[src/include/uart_consts.svh]
`ifndef UART_CONSTS_SVH
`define UART_CONSTS_SVH

// ----------------------------------------
// register map, 2 bit address
`define UART_ADDR_DATA		2'd0	// tx push / rx pop
`define UART_ADDR_STAT		2'd1
`define UART_ADDR_CMD		2'd2
`define UART_ADDR_DIV		2'd3	// baud divisor

// command register bits
`define UART_CMD_PAREN		0
`define UART_CMD_PARODD		1
`define UART_CMD_LOOP		2
`define UART_CMD_FIFOCLR	3	// self clearing

// status register bits
`define UART_STAT_RXRDY		0
`define UART_STAT_TXFULL	1
`define UART_STAT_PERR		2	// of the rx head entry
`define UART_STAT_FERR		3	// of the rx head entry
`define UART_STAT_OVR		4	// sticky
`define UART_STAT_TXIDLE	5

// ----------------------------------------
`define UART_FIFO_DEPTH		8
`define UART_DIV_RESET		8'd3	// tick every 4 clocks
`define UART_OVERSAMPLE		16	// ticks per bit

`endif
[src/source/uart_pkg.sv]
package uart_pkg;

	// one data byte on the bus and on the line
	typedef logic [7:0] byte_t;

	// receive fifo entry, byte plus its line errors
	typedef struct packed {
		byte_t data;
		logic perr;	// parity mismatch
		logic ferr;	// stop bit sampled low
	} rx_entry_t;

	// frame format shared by tx and rx
	typedef struct packed {
		logic parEn;
		logic parOdd;	// 0 = even
	} frame_cfg_t;

	// ----------------------------------------
	// sequencer states
	typedef enum logic [2:0] {
		TxIdle, TxWait, TxStart, TxData, TxParity, TxStop
	} tx_state_t;

	typedef enum logic [2:0] {
		RxIdle, RxStart, RxData, RxParity, RxStop
	} rx_state_t;

endpackage

[src/source/uart_fifo_if.sv]
interface uart_fifo_if #(
	parameter type entry_t = uart_pkg::byte_t
);
	logic push;
	entry_t wrData;
	logic full;
	logic pop;
	entry_t rdData;		// head entry, valid while !empty
	logic empty;
	logic clear;		// flush, one cycle

	// producer side
	modport writer (
		output push, wrData, clear,
		input full
	);

	// consumer side, clear driven by whichever side owns the flush
	modport reader (
		output pop, clear,
		input rdData, empty
	);

	// the buffer itself
	modport fifo (
		input push, wrData, pop, clear,
		output full, rdData, empty
	);
endinterface

[src/source/uart_top.sv]
module uart_top (
	input logic clk_i,
	input logic rst_i,
	input logic req_i,
	output logic ack_o,
	input logic we_i,
	input logic [1:0] adr_i,
	input uart_pkg::byte_t dat_i,
	output uart_pkg::byte_t dat_o,
	input logic rxd_i,
	output logic txd_o
);
	uart_pkg::frame_cfg_t cfg;
	uart_pkg::byte_t divisor;
	logic divRestart;
	logic tick;
	logic loop;
	logic txIdle;
	logic overrun;
	logic txLine;		// raw tx output
	logic rxLine;		// rx input after loopback mux

	uart_fifo_if #(.entry_t(uart_pkg::byte_t)) txFifoIf ();
	uart_fifo_if #(.entry_t(uart_pkg::rx_entry_t)) rxFifoIf ();

	// ----------------------------------------
	// loopback, tx feeds rx and the pin idles
	assign rxLine = loop ? txLine : rxd_i;
	assign txd_o = loop ? 1'b1 : txLine;

	uart_regs i_uart_regs (
		.clk_i(clk_i), .rst_i(rst_i),
		.req_i(req_i), .ack_o(ack_o), .we_i(we_i), .adr_i(adr_i),
		.dat_i(dat_i), .dat_o(dat_o),
		.txIdle_i(txIdle), .overrun_i(overrun),
		.txFifo(txFifoIf.writer), .rxFifo(rxFifoIf.reader),
		.cfg_o(cfg), .loop_o(loop),
		.divisor_o(divisor), .divRestart_o(divRestart)
	);

	uart_baud_gen i_uart_baud_gen (
		.clk_i(clk_i), .rst_i(rst_i),
		.divisor_i(divisor), .restart_i(divRestart), .tick_o(tick)
	);

	// fifos, one per direction
	uart_fifo #(.entry_t(uart_pkg::byte_t)) i_txFifo (
		.clk_i(clk_i), .rst_i(rst_i), .f(txFifoIf.fifo)
	);

	uart_fifo #(.entry_t(uart_pkg::rx_entry_t)) i_rxFifo (
		.clk_i(clk_i), .rst_i(rst_i), .f(rxFifoIf.fifo)
	);

	uart_tx i_uart_tx (
		.clk_i(clk_i), .rst_i(rst_i), .tick_i(tick), .cfg_i(cfg),
		.fifo(txFifoIf.reader), .txd_o(txLine), .idle_o(txIdle)
	);

	uart_rx i_uart_rx (
		.clk_i(clk_i), .rst_i(rst_i), .tick_i(tick), .cfg_i(cfg),
		.rxd_i(rxLine), .fifo(rxFifoIf.writer), .overrun_o(overrun)
	);
endmodule

[src/source/uart_rx.sv]
`include "uart_consts.svh"

module uart_rx (
	input logic clk_i,
	input logic rst_i,
	input logic tick_i,
	input uart_pkg::frame_cfg_t cfg_i,
	input logic rxd_i,
	uart_fifo_if.writer fifo,
	output logic overrun_o		// byte lost, fifo full
);
	localparam int Os = `UART_OVERSAMPLE;
	localparam int CntW = $clog2(Os);

	uart_pkg::rx_state_t state;
	logic rxMeta;
	logic rxSync;
	logic rxPrev;
	logic fall;
	logic [CntW-1:0] tickCnt;
	logic sampleNow;	// mid bit
	logic [2:0] bitIdx;
	uart_pkg::byte_t shiftReg;
	logic parAcc;
	logic parErr;
	uart_pkg::rx_entry_t entry;

	// ----------------------------------------
	// line synchronizer, edge detect
	always_ff @(posedge clk_i) begin
		if (rst_i) begin
			rxMeta <= 1'b1;
			rxSync <= 1'b1;
			rxPrev <= 1'b1;
		end else begin
			rxMeta <= rxd_i;
			rxSync <= rxMeta;
			rxPrev <= rxSync;
		end
	end

	assign fall = rxPrev & ~rxSync;

	// half a bit to the start centre, then whole bits
	assign sampleNow = tick_i && (state == uart_pkg::RxStart ?
		tickCnt == CntW'(Os / 2 - 1) : tickCnt == CntW'(Os - 1));

	always_ff @(posedge clk_i) begin
		if (rst_i || state == uart_pkg::RxIdle)
			tickCnt <= '0;
		else if (tick_i)
			tickCnt <= sampleNow ? '0 : tickCnt + 1'b1;
	end

	// ----------------------------------------
	// bit sequencer
	always_ff @(posedge clk_i) begin
		if (rst_i) begin
			state <= uart_pkg::RxIdle;
			bitIdx <= '0;
		end else begin
			case (state)
				uart_pkg::RxIdle: if (fall) state <= uart_pkg::RxStart;
				uart_pkg::RxStart: if (sampleNow) begin
					state <= rxSync ? uart_pkg::RxIdle : uart_pkg::RxData;	// glitch rejected
					bitIdx <= '0;
				end
				uart_pkg::RxData: if (sampleNow) begin
					bitIdx <= bitIdx + 1'b1;
					if (bitIdx == 3'd7)
						state <= cfg_i.parEn ? uart_pkg::RxParity : uart_pkg::RxStop;
				end
				uart_pkg::RxParity: if (sampleNow) state <= uart_pkg::RxStop;
				uart_pkg::RxStop: if (sampleNow) state <= uart_pkg::RxIdle;
				default: state <= uart_pkg::RxIdle;
			endcase
		end
	end

	// data and parity check
	always_ff @(posedge clk_i) begin
		if (state == uart_pkg::RxStart && sampleNow) begin
			parAcc <= cfg_i.parOdd;
			parErr <= 1'b0;		// stays clear without parity
		end
		if (state == uart_pkg::RxData && sampleNow) begin
			shiftReg <= {rxSync, shiftReg[7:1]};	// lsb arrives first
			parAcc <= parAcc ^ rxSync;
		end
		if (state == uart_pkg::RxParity && sampleNow)
			parErr <= parAcc ^ rxSync;
	end

	// push after the stop sample
	always_comb begin
		entry.data = shiftReg;
		entry.perr = parErr;
		entry.ferr = ~rxSync;	// stop bit low
	end

	assign fifo.push = state == uart_pkg::RxStop && sampleNow;
	assign fifo.wrData = entry;
	assign overrun_o = fifo.push & fifo.full;
endmodule

[src/source/uart_tx.sv]
`include "uart_consts.svh"

module uart_tx (
	input logic clk_i,
	input logic rst_i,
	input logic tick_i,
	input uart_pkg::frame_cfg_t cfg_i,
	uart_fifo_if.reader fifo,
	output logic txd_o,
	output logic idle_o
);
	localparam int Os = `UART_OVERSAMPLE;
	localparam int CntW = $clog2(Os);

	uart_pkg::tx_state_t state;
	logic [CntW-1:0] tickCnt;
	logic [2:0] bitIdx;
	logic bitDone;
	uart_pkg::byte_t shiftReg;
	logic parAcc;		// running parity

	assign fifo.pop = state == uart_pkg::TxIdle && !fifo.empty;
	assign idle_o = state == uart_pkg::TxIdle && fifo.empty;	// nothing left to send
	assign bitDone = tick_i && tickCnt == CntW'(Os - 1);

	// ticks within the current bit
	always_ff @(posedge clk_i) begin
		if (rst_i || state == uart_pkg::TxIdle || state == uart_pkg::TxWait)
			tickCnt <= '0;
		else if (tick_i)
			tickCnt <= bitDone ? '0 : tickCnt + 1'b1;
	end

	// ----------------------------------------
	// frame sequencer
	always_ff @(posedge clk_i) begin
		if (rst_i) begin
			state <= uart_pkg::TxIdle;
			txd_o <= 1'b1;		// line idles high
			bitIdx <= '0;
		end else begin
			case (state)
				uart_pkg::TxIdle: if (!fifo.empty) state <= uart_pkg::TxWait;
				uart_pkg::TxWait: if (tick_i) begin	// align to tick
					state <= uart_pkg::TxStart;
					txd_o <= 1'b0;
				end
				uart_pkg::TxStart: if (bitDone) begin
					state <= uart_pkg::TxData;
					txd_o <= shiftReg[0];	// lsb first
					bitIdx <= '0;
				end
				uart_pkg::TxData: if (bitDone) begin
					if (bitIdx == 3'd7) begin
						state <= cfg_i.parEn ? uart_pkg::TxParity : uart_pkg::TxStop;
						txd_o <= cfg_i.parEn ? parAcc ^ shiftReg[0] : 1'b1;
					end else begin
						bitIdx <= bitIdx + 1'b1;
						txd_o <= shiftReg[1];
					end
				end
				uart_pkg::TxParity: if (bitDone) begin
					state <= uart_pkg::TxStop;
					txd_o <= 1'b1;
				end
				uart_pkg::TxStop: if (bitDone) state <= uart_pkg::TxIdle;
				default: state <= uart_pkg::TxIdle;
			endcase
		end
	end

	// shift register and parity
	always_ff @(posedge clk_i) begin
		if (fifo.pop)
			shiftReg <= fifo.rdData;
		else if (state == uart_pkg::TxData && bitDone) begin
			shiftReg <= shiftReg >> 1;
			parAcc <= parAcc ^ shiftReg[0];
		end
		if (state == uart_pkg::TxStart && bitDone)
			parAcc <= cfg_i.parOdd;	// odd parity seeds a one
	end
endmodule

[src/source/uart_baud_gen.sv]
`include "uart_consts.svh"

module uart_baud_gen (
	input logic clk_i,
	input logic rst_i,
	input uart_pkg::byte_t divisor_i,
	input logic restart_i,	// divisor just written
	output logic tick_o		// 16x bit rate
);
	uart_pkg::byte_t cnt;

	// ----------------------------------------
	// down counter, one tick per divisor+1 clocks
	always_ff @(posedge clk_i) begin
		if (rst_i) begin
			cnt <= `UART_DIV_RESET;
			tick_o <= 1'b0;
		end else if (restart_i) begin
			cnt <= divisor_i;	// start a fresh period
			tick_o <= 1'b0;
		end else if (cnt == '0) begin
			cnt <= divisor_i;	// wrap
			tick_o <= 1'b1;
		end else begin
			cnt <= cnt - 1'b1;
			tick_o <= 1'b0;
		end
	end
endmodule

[src/source/uart_regs.sv]
`include "uart_consts.svh"

module uart_regs (
	input logic clk_i,
	input logic rst_i,
	// host side, four-phase
	input logic req_i,
	output logic ack_o,
	input logic we_i,
	input logic [1:0] adr_i,
	input uart_pkg::byte_t dat_i,
	output uart_pkg::byte_t dat_o,
	// core side
	input logic txIdle_i,
	input logic overrun_i,		// one cycle pulse from rx
	uart_fifo_if.writer txFifo,
	uart_fifo_if.reader rxFifo,
	output uart_pkg::frame_cfg_t cfg_o,
	output logic loop_o,
	output uart_pkg::byte_t divisor_o,
	output logic divRestart_o
);
	logic reqQ;		// req sampled
	logic access;	// single cycle per transfer
	logic wr;
	logic rd;
	uart_pkg::frame_cfg_t cfg;
	logic loop;
	uart_pkg::byte_t divisor;
	logic overrun;	// sticky
	logic fifoClr;
	uart_pkg::byte_t stat;
	uart_pkg::byte_t readData;

	// ----------------------------------------
	// handshake
	// req seen at one edge, ack at the next; same delay on the way down
	always_ff @(posedge clk_i) begin
		if (rst_i) begin
			reqQ <= 1'b0;
			ack_o <= 1'b0;
		end else begin
			reqQ <= req_i;
			ack_o <= reqQ;
		end
	end

	assign access = reqQ & ~ack_o;
	assign wr = access & we_i;
	assign rd = access & ~we_i;

	// fifo strobes
	assign txFifo.push = wr && adr_i == `UART_ADDR_DATA;	// fifo drops it if full
	assign txFifo.wrData = dat_i;
	assign txFifo.clear = fifoClr;
	assign rxFifo.pop = rd && adr_i == `UART_ADDR_DATA && !rxFifo.empty;
	assign rxFifo.clear = fifoClr;

	// ----------------------------------------
	// read side
	always_comb begin
		stat = '0;
		stat[`UART_STAT_RXRDY] = ~rxFifo.empty;
		stat[`UART_STAT_TXFULL] = txFifo.full;
		stat[`UART_STAT_PERR] = ~rxFifo.empty & rxFifo.rdData.perr;	// head flags only
		stat[`UART_STAT_FERR] = ~rxFifo.empty & rxFifo.rdData.ferr;
		stat[`UART_STAT_OVR] = overrun;
		stat[`UART_STAT_TXIDLE] = txIdle_i;
	end

	always_comb begin
		readData = '0;
		case (adr_i)
			`UART_ADDR_DATA: readData = rxFifo.empty ? '0 : rxFifo.rdData.data;
			`UART_ADDR_STAT: readData = stat;
			`UART_ADDR_CMD: begin
				readData[`UART_CMD_PAREN] = cfg.parEn;
				readData[`UART_CMD_PARODD] = cfg.parOdd;
				readData[`UART_CMD_LOOP] = loop;	// fifo clear reads back 0
			end
			default: readData = divisor;
		endcase
	end

	// held while ack is up
	always_ff @(posedge clk_i) begin
		if (rd)
			dat_o <= readData;
	end

	// ----------------------------------------
	// write side
	always_ff @(posedge clk_i) begin
		if (rst_i) begin
			cfg <= '0;
			loop <= 1'b0;
			divisor <= `UART_DIV_RESET;
			overrun <= 1'b0;
			fifoClr <= 1'b0;
			divRestart_o <= 1'b0;
		end else begin
			fifoClr <= 1'b0;		// pulses
			divRestart_o <= 1'b0;
			if (overrun_i)
				overrun <= 1'b1;	// a new overrun beats the clear
			else if (wr && adr_i == `UART_ADDR_STAT)
				overrun <= 1'b0;
			if (wr) begin
				case (adr_i)
					`UART_ADDR_CMD: begin
						cfg.parEn <= dat_i[`UART_CMD_PAREN];
						cfg.parOdd <= dat_i[`UART_CMD_PARODD];
						loop <= dat_i[`UART_CMD_LOOP];
						fifoClr <= dat_i[`UART_CMD_FIFOCLR];
					end
					`UART_ADDR_DIV: begin
						divisor <= dat_i;
						divRestart_o <= 1'b1;
					end
					default: ;	// data and stat handled above
				endcase
			end
		end
	end

	assign cfg_o = cfg;
	assign loop_o = loop;
	assign divisor_o = divisor;
endmodule

[src/source/uart_fifo.sv]
`include "uart_consts.svh"

module uart_fifo #(
	parameter type entry_t = uart_pkg::byte_t
) (
	input logic clk_i,
	input logic rst_i,
	uart_fifo_if.fifo f
);
	localparam int Depth = `UART_FIFO_DEPTH;
	localparam int PtrW = $clog2(Depth);

	entry_t mem [Depth];
	logic [PtrW-1:0] wrPtr;
	logic [PtrW-1:0] rdPtr;
	logic [PtrW:0] count;	// occupancy, 0..Depth
	logic doPush;
	logic doPop;

	assign doPush = f.push & ~f.full;	// push when full dropped
	assign doPop = f.pop & ~f.empty;	// pop when empty dropped

	assign f.full = count == (PtrW + 1)'(Depth);
	assign f.empty = count == '0;
	assign f.rdData = mem[rdPtr];	// first word fall through

	// storage
	always_ff @(posedge clk_i) begin
		if (doPush)
			mem[wrPtr] <= f.wrData;
	end

	// ----------------------------------------
	// pointers and count
	always_ff @(posedge clk_i) begin
		if (rst_i || f.clear) begin
			wrPtr <= '0;
			rdPtr <= '0;
			count <= '0;
		end else begin
			if (doPush)
				wrPtr <= (wrPtr == PtrW'(Depth - 1)) ? '0 : wrPtr + 1'b1;
			if (doPop)
				rdPtr <= (rdPtr == PtrW'(Depth - 1)) ? '0 : rdPtr + 1'b1;
			case ({doPush, doPop})
				2'b10: count <= count + 1'b1;
				2'b01: count <= count - 1'b1;
				default: ;	// both or neither, no change
			endcase
		end
	end
endmodule

[config.mk]
export PLATFORM = sky130hd
export DESIGN_NAME = uart_top
export DESIGN_NICKNAME = d
export VERILOG_FILES = /design/src/source/uart_pkg.sv /design/src/source/uart_fifo_if.sv /design/src/source/uart_top.sv /design/src/source/uart_rx.sv /design/src/source/uart_tx.sv /design/src/source/uart_baud_gen.sv /design/src/source/uart_regs.sv /design/src/source/uart_fifo.sv
export VERILOG_INCLUDE_DIRS = /design/src /design/src/include
export SDC_FILE = /design/constraint.sdc
export NUM_CORES = 1
export LEC_CHECK = 0
export BUFFER_PORTS_ARGS = -buffer_cell sky130_fd_sc_hd__buf_2
export CORE_AREA = 2 2 188 190
export CTS_CLUSTER_DIAMETER = 100
export DETAILED_ROUTE_END_ITERATION = 6
export DIE_AREA = 0 0 190 192
export PLACE_DENSITY_LB_ADDON = 0.08
export SLEW_MARGIN = 20
export SYNTH_ARGS = -nofsm -noshare
export SYNTH_HDL_FRONTEND = slang
export SYNTH_SLANG_ARGS = --single-unit
[constraint.sdc]
create_clock -name clk_i -period 5 [get_ports clk_i]
set_clock_uncertainty 0.05 [all_clocks]
set_input_delay 1.5 -clock clk_i [delete_from_list [all_inputs] [get_ports clk_i]]
set_output_delay 1.5 -clock clk_i [all_outputs]
set_load 0.1 [all_outputs]
==> results.rst <==
.. list-table::
   :header-rows: 1

   * - Metric
     - Value
   * - CTS root buffer
     - clkbuf_16
   * - Register area share after synthesis
     - 65.1%
   * - Number of global-route vias before repair
     - 6102
   * - Unrepaired setup endpoints after global routing
     - false
   * - Hold crit path type
     - reg -> reg
   * - Largest fanout on the critical path
     - 10
   * - Detailed-route wire length per cell
     - 19.0 µm
   * - Worst Tran Pin Value
     - 1.08 ns
   * - Count of final max-slew check failures
     - 0
   * - Site Rows
     - 68
   * - Cell area after technology mapping
     - 0.0102 mm²
   * - Main flop type after synthesis
     - edfxtp_1
   * - Critical-path cell list
     - buf_2 > nand3b_1 > nor4_1 > inv_2 > ha_1 > ha_1 > a21o_1 > a21oi_1 > mux2i_1 > mux2_2
   * - CP Capture Type
     - register
   * - Count of unique library cells instantiated by Yosys
     - 57
   * - CTS H-Tree Depth
     - 1
   * - Maximum frequency from static timing analysis
     - 273 MHz
   * - Clock-pin transition on the worst setup and hold timing paths
     - 0.06 ns
   * - Remaining max-slew budget at the tightest pin
     - 27.4%
   * - Fraction of registers with async set/reset
     - 0%
   * - Net count after synthesis
     - 752
   * - Detailed-route vias per instance
     - 4.73
   * - Status
     - completed
   * - Number of nets in the layout
     - 789
   * - Library cell contributing the largest single delay on the critical path
     - nor4_1
   * - Total clock buffers created by CTS
     - 29
   * - Final worst slack
     - 1.34 ns
   * - YS warnings
     - 0
   * - Per-instance average area after synthesis
     - 14.3 µm²
   * - Post-Route WL
     - 23400 µm
   * - Power per cell area
     - 440 mW/mm²
   * - Die area
     - 0.0365 mm²
   * - Setup tns final
     - 0 ns
   * - Count of instances resized after the clock tree is built
     - 0
   * - Violation count after the first detailed-route iteration
     - 243
   * - IO Count
     - 25
   * - HPWL after detailed placement
     - 15400 µm
   * - Pin count of the biggest net entering global routing
     - 47
   * - Total placed cells including tap cells
     - 1175
   * - Type of the setup path with the least slack
     - in -> reg
   * - Worst path arrival time
     - 4.03 ns
   * - # diodes
     - 0
   * - Worst IR drop on VDD
     - 243 µV
   * - Drc violations
     - 0
   * - Initial cell density of the core
     - 29.7%
   * - Antenna violations before repair
     - 1
   * - Finished Core Util
     - 34.6%
   * - Max clock buf depth
     - 3
   * - Grt ovf
     - 0
   * - Count of endpoints failing setup in the final report
     - 0
   * - CTS tree
     - done
   * - Most numerous cell on the critical path
     - ha_1
   * - Sink Count
     - 246
   * - First drt pass iteration count
     - 5
   * - Top cell family by delay on the critical path
     - simple AND/OR/NAND/NOR gates
   * - Core region area
     - 0.0343 mm²
   * - FF+latch count, synth
     - 246
   * - Max Cap Violations
     - 0
   * - Critical path buffer and inverter count
     - 2
   * - Final ANT Viol Nets
     - 0
   * - First-pass GRT wire length
     - 36300 µm
   * - Post-layout instance count excluding filler cells
     - 1228
   * - Routability cong.
     - 0.769
   * - Port Buf Inserts
     - 24
   * - Die span in x
     - 190 µm
   * - Proportion of layout cells with a drive suffix above 1
     - 17.9%
   * - Share of the clock period used by the worst path
     - 73.2%
   * - Die height
     - 192 µm
   * - Element type at the critical path start
     - primary input
   * - Worst EP required
     - 5.37 ns
   * - Routed vias
     - 5807
   * - Count of endpoints failing hold in the final timing report
     - 0
   * - All-layer global routing usage
     - 13.1%
   * - Number of instances in the synthesized netlist
     - 714
   * - Minimum clock period
     - 3.66 ns
   * - Static leakage power
     - 3.92 nW
   * - Worst Setup Slack post-DPL
     - 0.729 ns
   * - Hold buffers post-CTS
     - 0
   * - Post-synth EDFFs
     - 171
   * - Signed area change from the synthesized netlist to the final layout
     - 16.6%
   * - Worst hold slack after final layout
     - 0.374 ns
   * - Peak per-stage delay on the critical path
     - 0.51 ns
   * - Number of post-CTS setup repair buffers
     - 0
   * - Skew-Pair Late Insertion Delay
     - 0.53 ns
## power breakdown
group | switching (mW) | internal, mW | leakage [nW]
logic | 0.383 | 0.305 | 1.33
registers | 0.104 | 2.30 | 2.12
clock network | 0.823 | 1.32 | 0.462
total | 1.31 | 3.92 | 3.92
## synth_stat cells (6+ instances only)
master,n,area (µm²)
nand2_1,44,165
or3_1,6,37.5
ha_1,22,275
nand3_1,12,60.1
inv_1,14,52.6
o21ai_0,25,125
a211oi_1,6,45.0
clkbuf_1,23,86.3
a211o_1,6,52.6
dfxtp_1,75,1500
nand2b_1,14,87.6
mux2_2,8,90.1
mux2i_1,37,370
edfxtp_1,171,5130
nor2b_1,12,75.1
nor3b_1,6,45.0
nor3_1,17,85.1
a21oi_1,24,120
xor2_1,12,105
mux4_2,36,811
nor2_1,59,221
## worst reg2reg max path, delay by kind of cell, from the launching register on
kind | cells | cell delay [ns]
AO/OA/AOI/OAI | 3 | 1.02
flip-flops | 1 | 0.68
AND/OR/NAND/NOR | 2 | 0.67
adder cells (fa/ha/maj) | 2 | 0.56
XOR/XNOR | 2 | 0.26
## metrics by stage
stage	power, mW	area (µm²)
2_1_floorplan	2.94	10200
3_3_place_gp	3.13	10900
3_5_place_dp	3.15	10900
4_1_cts	5.32	11900
5_1_grt	5.48	11900
6_report	5.23	11900
## area by class of cell
| cell class | instances | area [µm²] |
|---|---|---|
| tap | 455 | 569 |
| clock inverter | 17 | 211 |
| timing repair buffer | 41 | 248 |
| inverter | 15 | 56.3 |
| sequential | 246 | 6640 |
| clock buffer | 36 | 752 |
| fill | 3305 | 22400 |
| multi-input combinational | 418 | 3400 |
## worst paths after layout
path / from / end / slack (ns) / cells past startpoint
worst max-delay path: we_i / i_txFifo.count[3] / 1.34 / 10
worst min-delay path: i_uart_rx.rxMeta / i_uart_rx.rxSync / 0.37 / 1
worst max register to register: i_uart_baud_gen.tick_o / i_rxFifo.count[2] / 1.69 / 9
worst min register to register: i_uart_rx.rxMeta / i_uart_rx.rxSync / 0.37 / 1
## sequential cells by signal (all words and copies together), names as in the netlist, 8 cells and up, named ones only
signal and cells:
i_rxFifo.mem 80, i_txFifo.mem 64, i_uart_baud_gen.cnt 8, i_uart_regs.dat_o 8
i_uart_regs.divisor_o 8, i_uart_rx.shiftReg 8, i_uart_tx.shiftReg 8
## cells in the final DEF, fill, tap and decap left out, types with 4 or more instances in the layout
| master | count |
|---|---|
| bufinv_16 | 5 |
| xnor2_1 | 5 |
| xor2_1 | 12 |
| nand3_1 | 12 |
| nor2_1 | 59 |
| nand4_1 | 5 |
| mux2_2 | 8 |
| buf_2 | 24 |
| nor3_1 | 16 |
| buf_4 | 17 |
| or3_1 | 6 |
| clkbuf_1 | 7 |
| nor3b_1 | 6 |
| ha_1 | 22 |
| dfxtp_1 | 74 |
| mux2i_1 | 37 |
| o21ai_0 | 25 |
| edfxtp_1 | 171 |
| a31oi_1 | 5 |
| a211oi_1 | 6 |
| a211o_1 | 6 |
| clkinv_1 | 6 |
| or2_2 | 4 |
| nor2b_1 | 12 |
| nor4_1 | 4 |
| nand2b_1 | 14 |
| nand2_1 | 44 |
| mux4_2 | 36 |
| a21oi_1 | 24 |
| clkbuf_16 | 29 |
| inv_1 | 14 |
## metal layers
layer | GRT usage (%) | wire length, µm | vias up
met4 | 4.59 | 763 | 2
li1 | - | - | 2794
met1 | 16.9 | 10600 | 2883
met5 | 0 | 16 | -
met2 | 22.4 | 11200 | 85
met3 | 2.01 | 728 | 43
## cell families after synthesis
kind of cell               Yosys count  synth area share [%]
muxes                               81                  12.5
buffers and inverters               50                  1.98
AOI/OAI and AO/OA                   89                  5.64
and+or+nand+nor                    208                  10.4
DFF                                246                  65.1
adders and majority gates           23                  2.90
xor gates and xnor gates            17                  1.46
No activity file was read; power rests on OpenSTA's default activity.
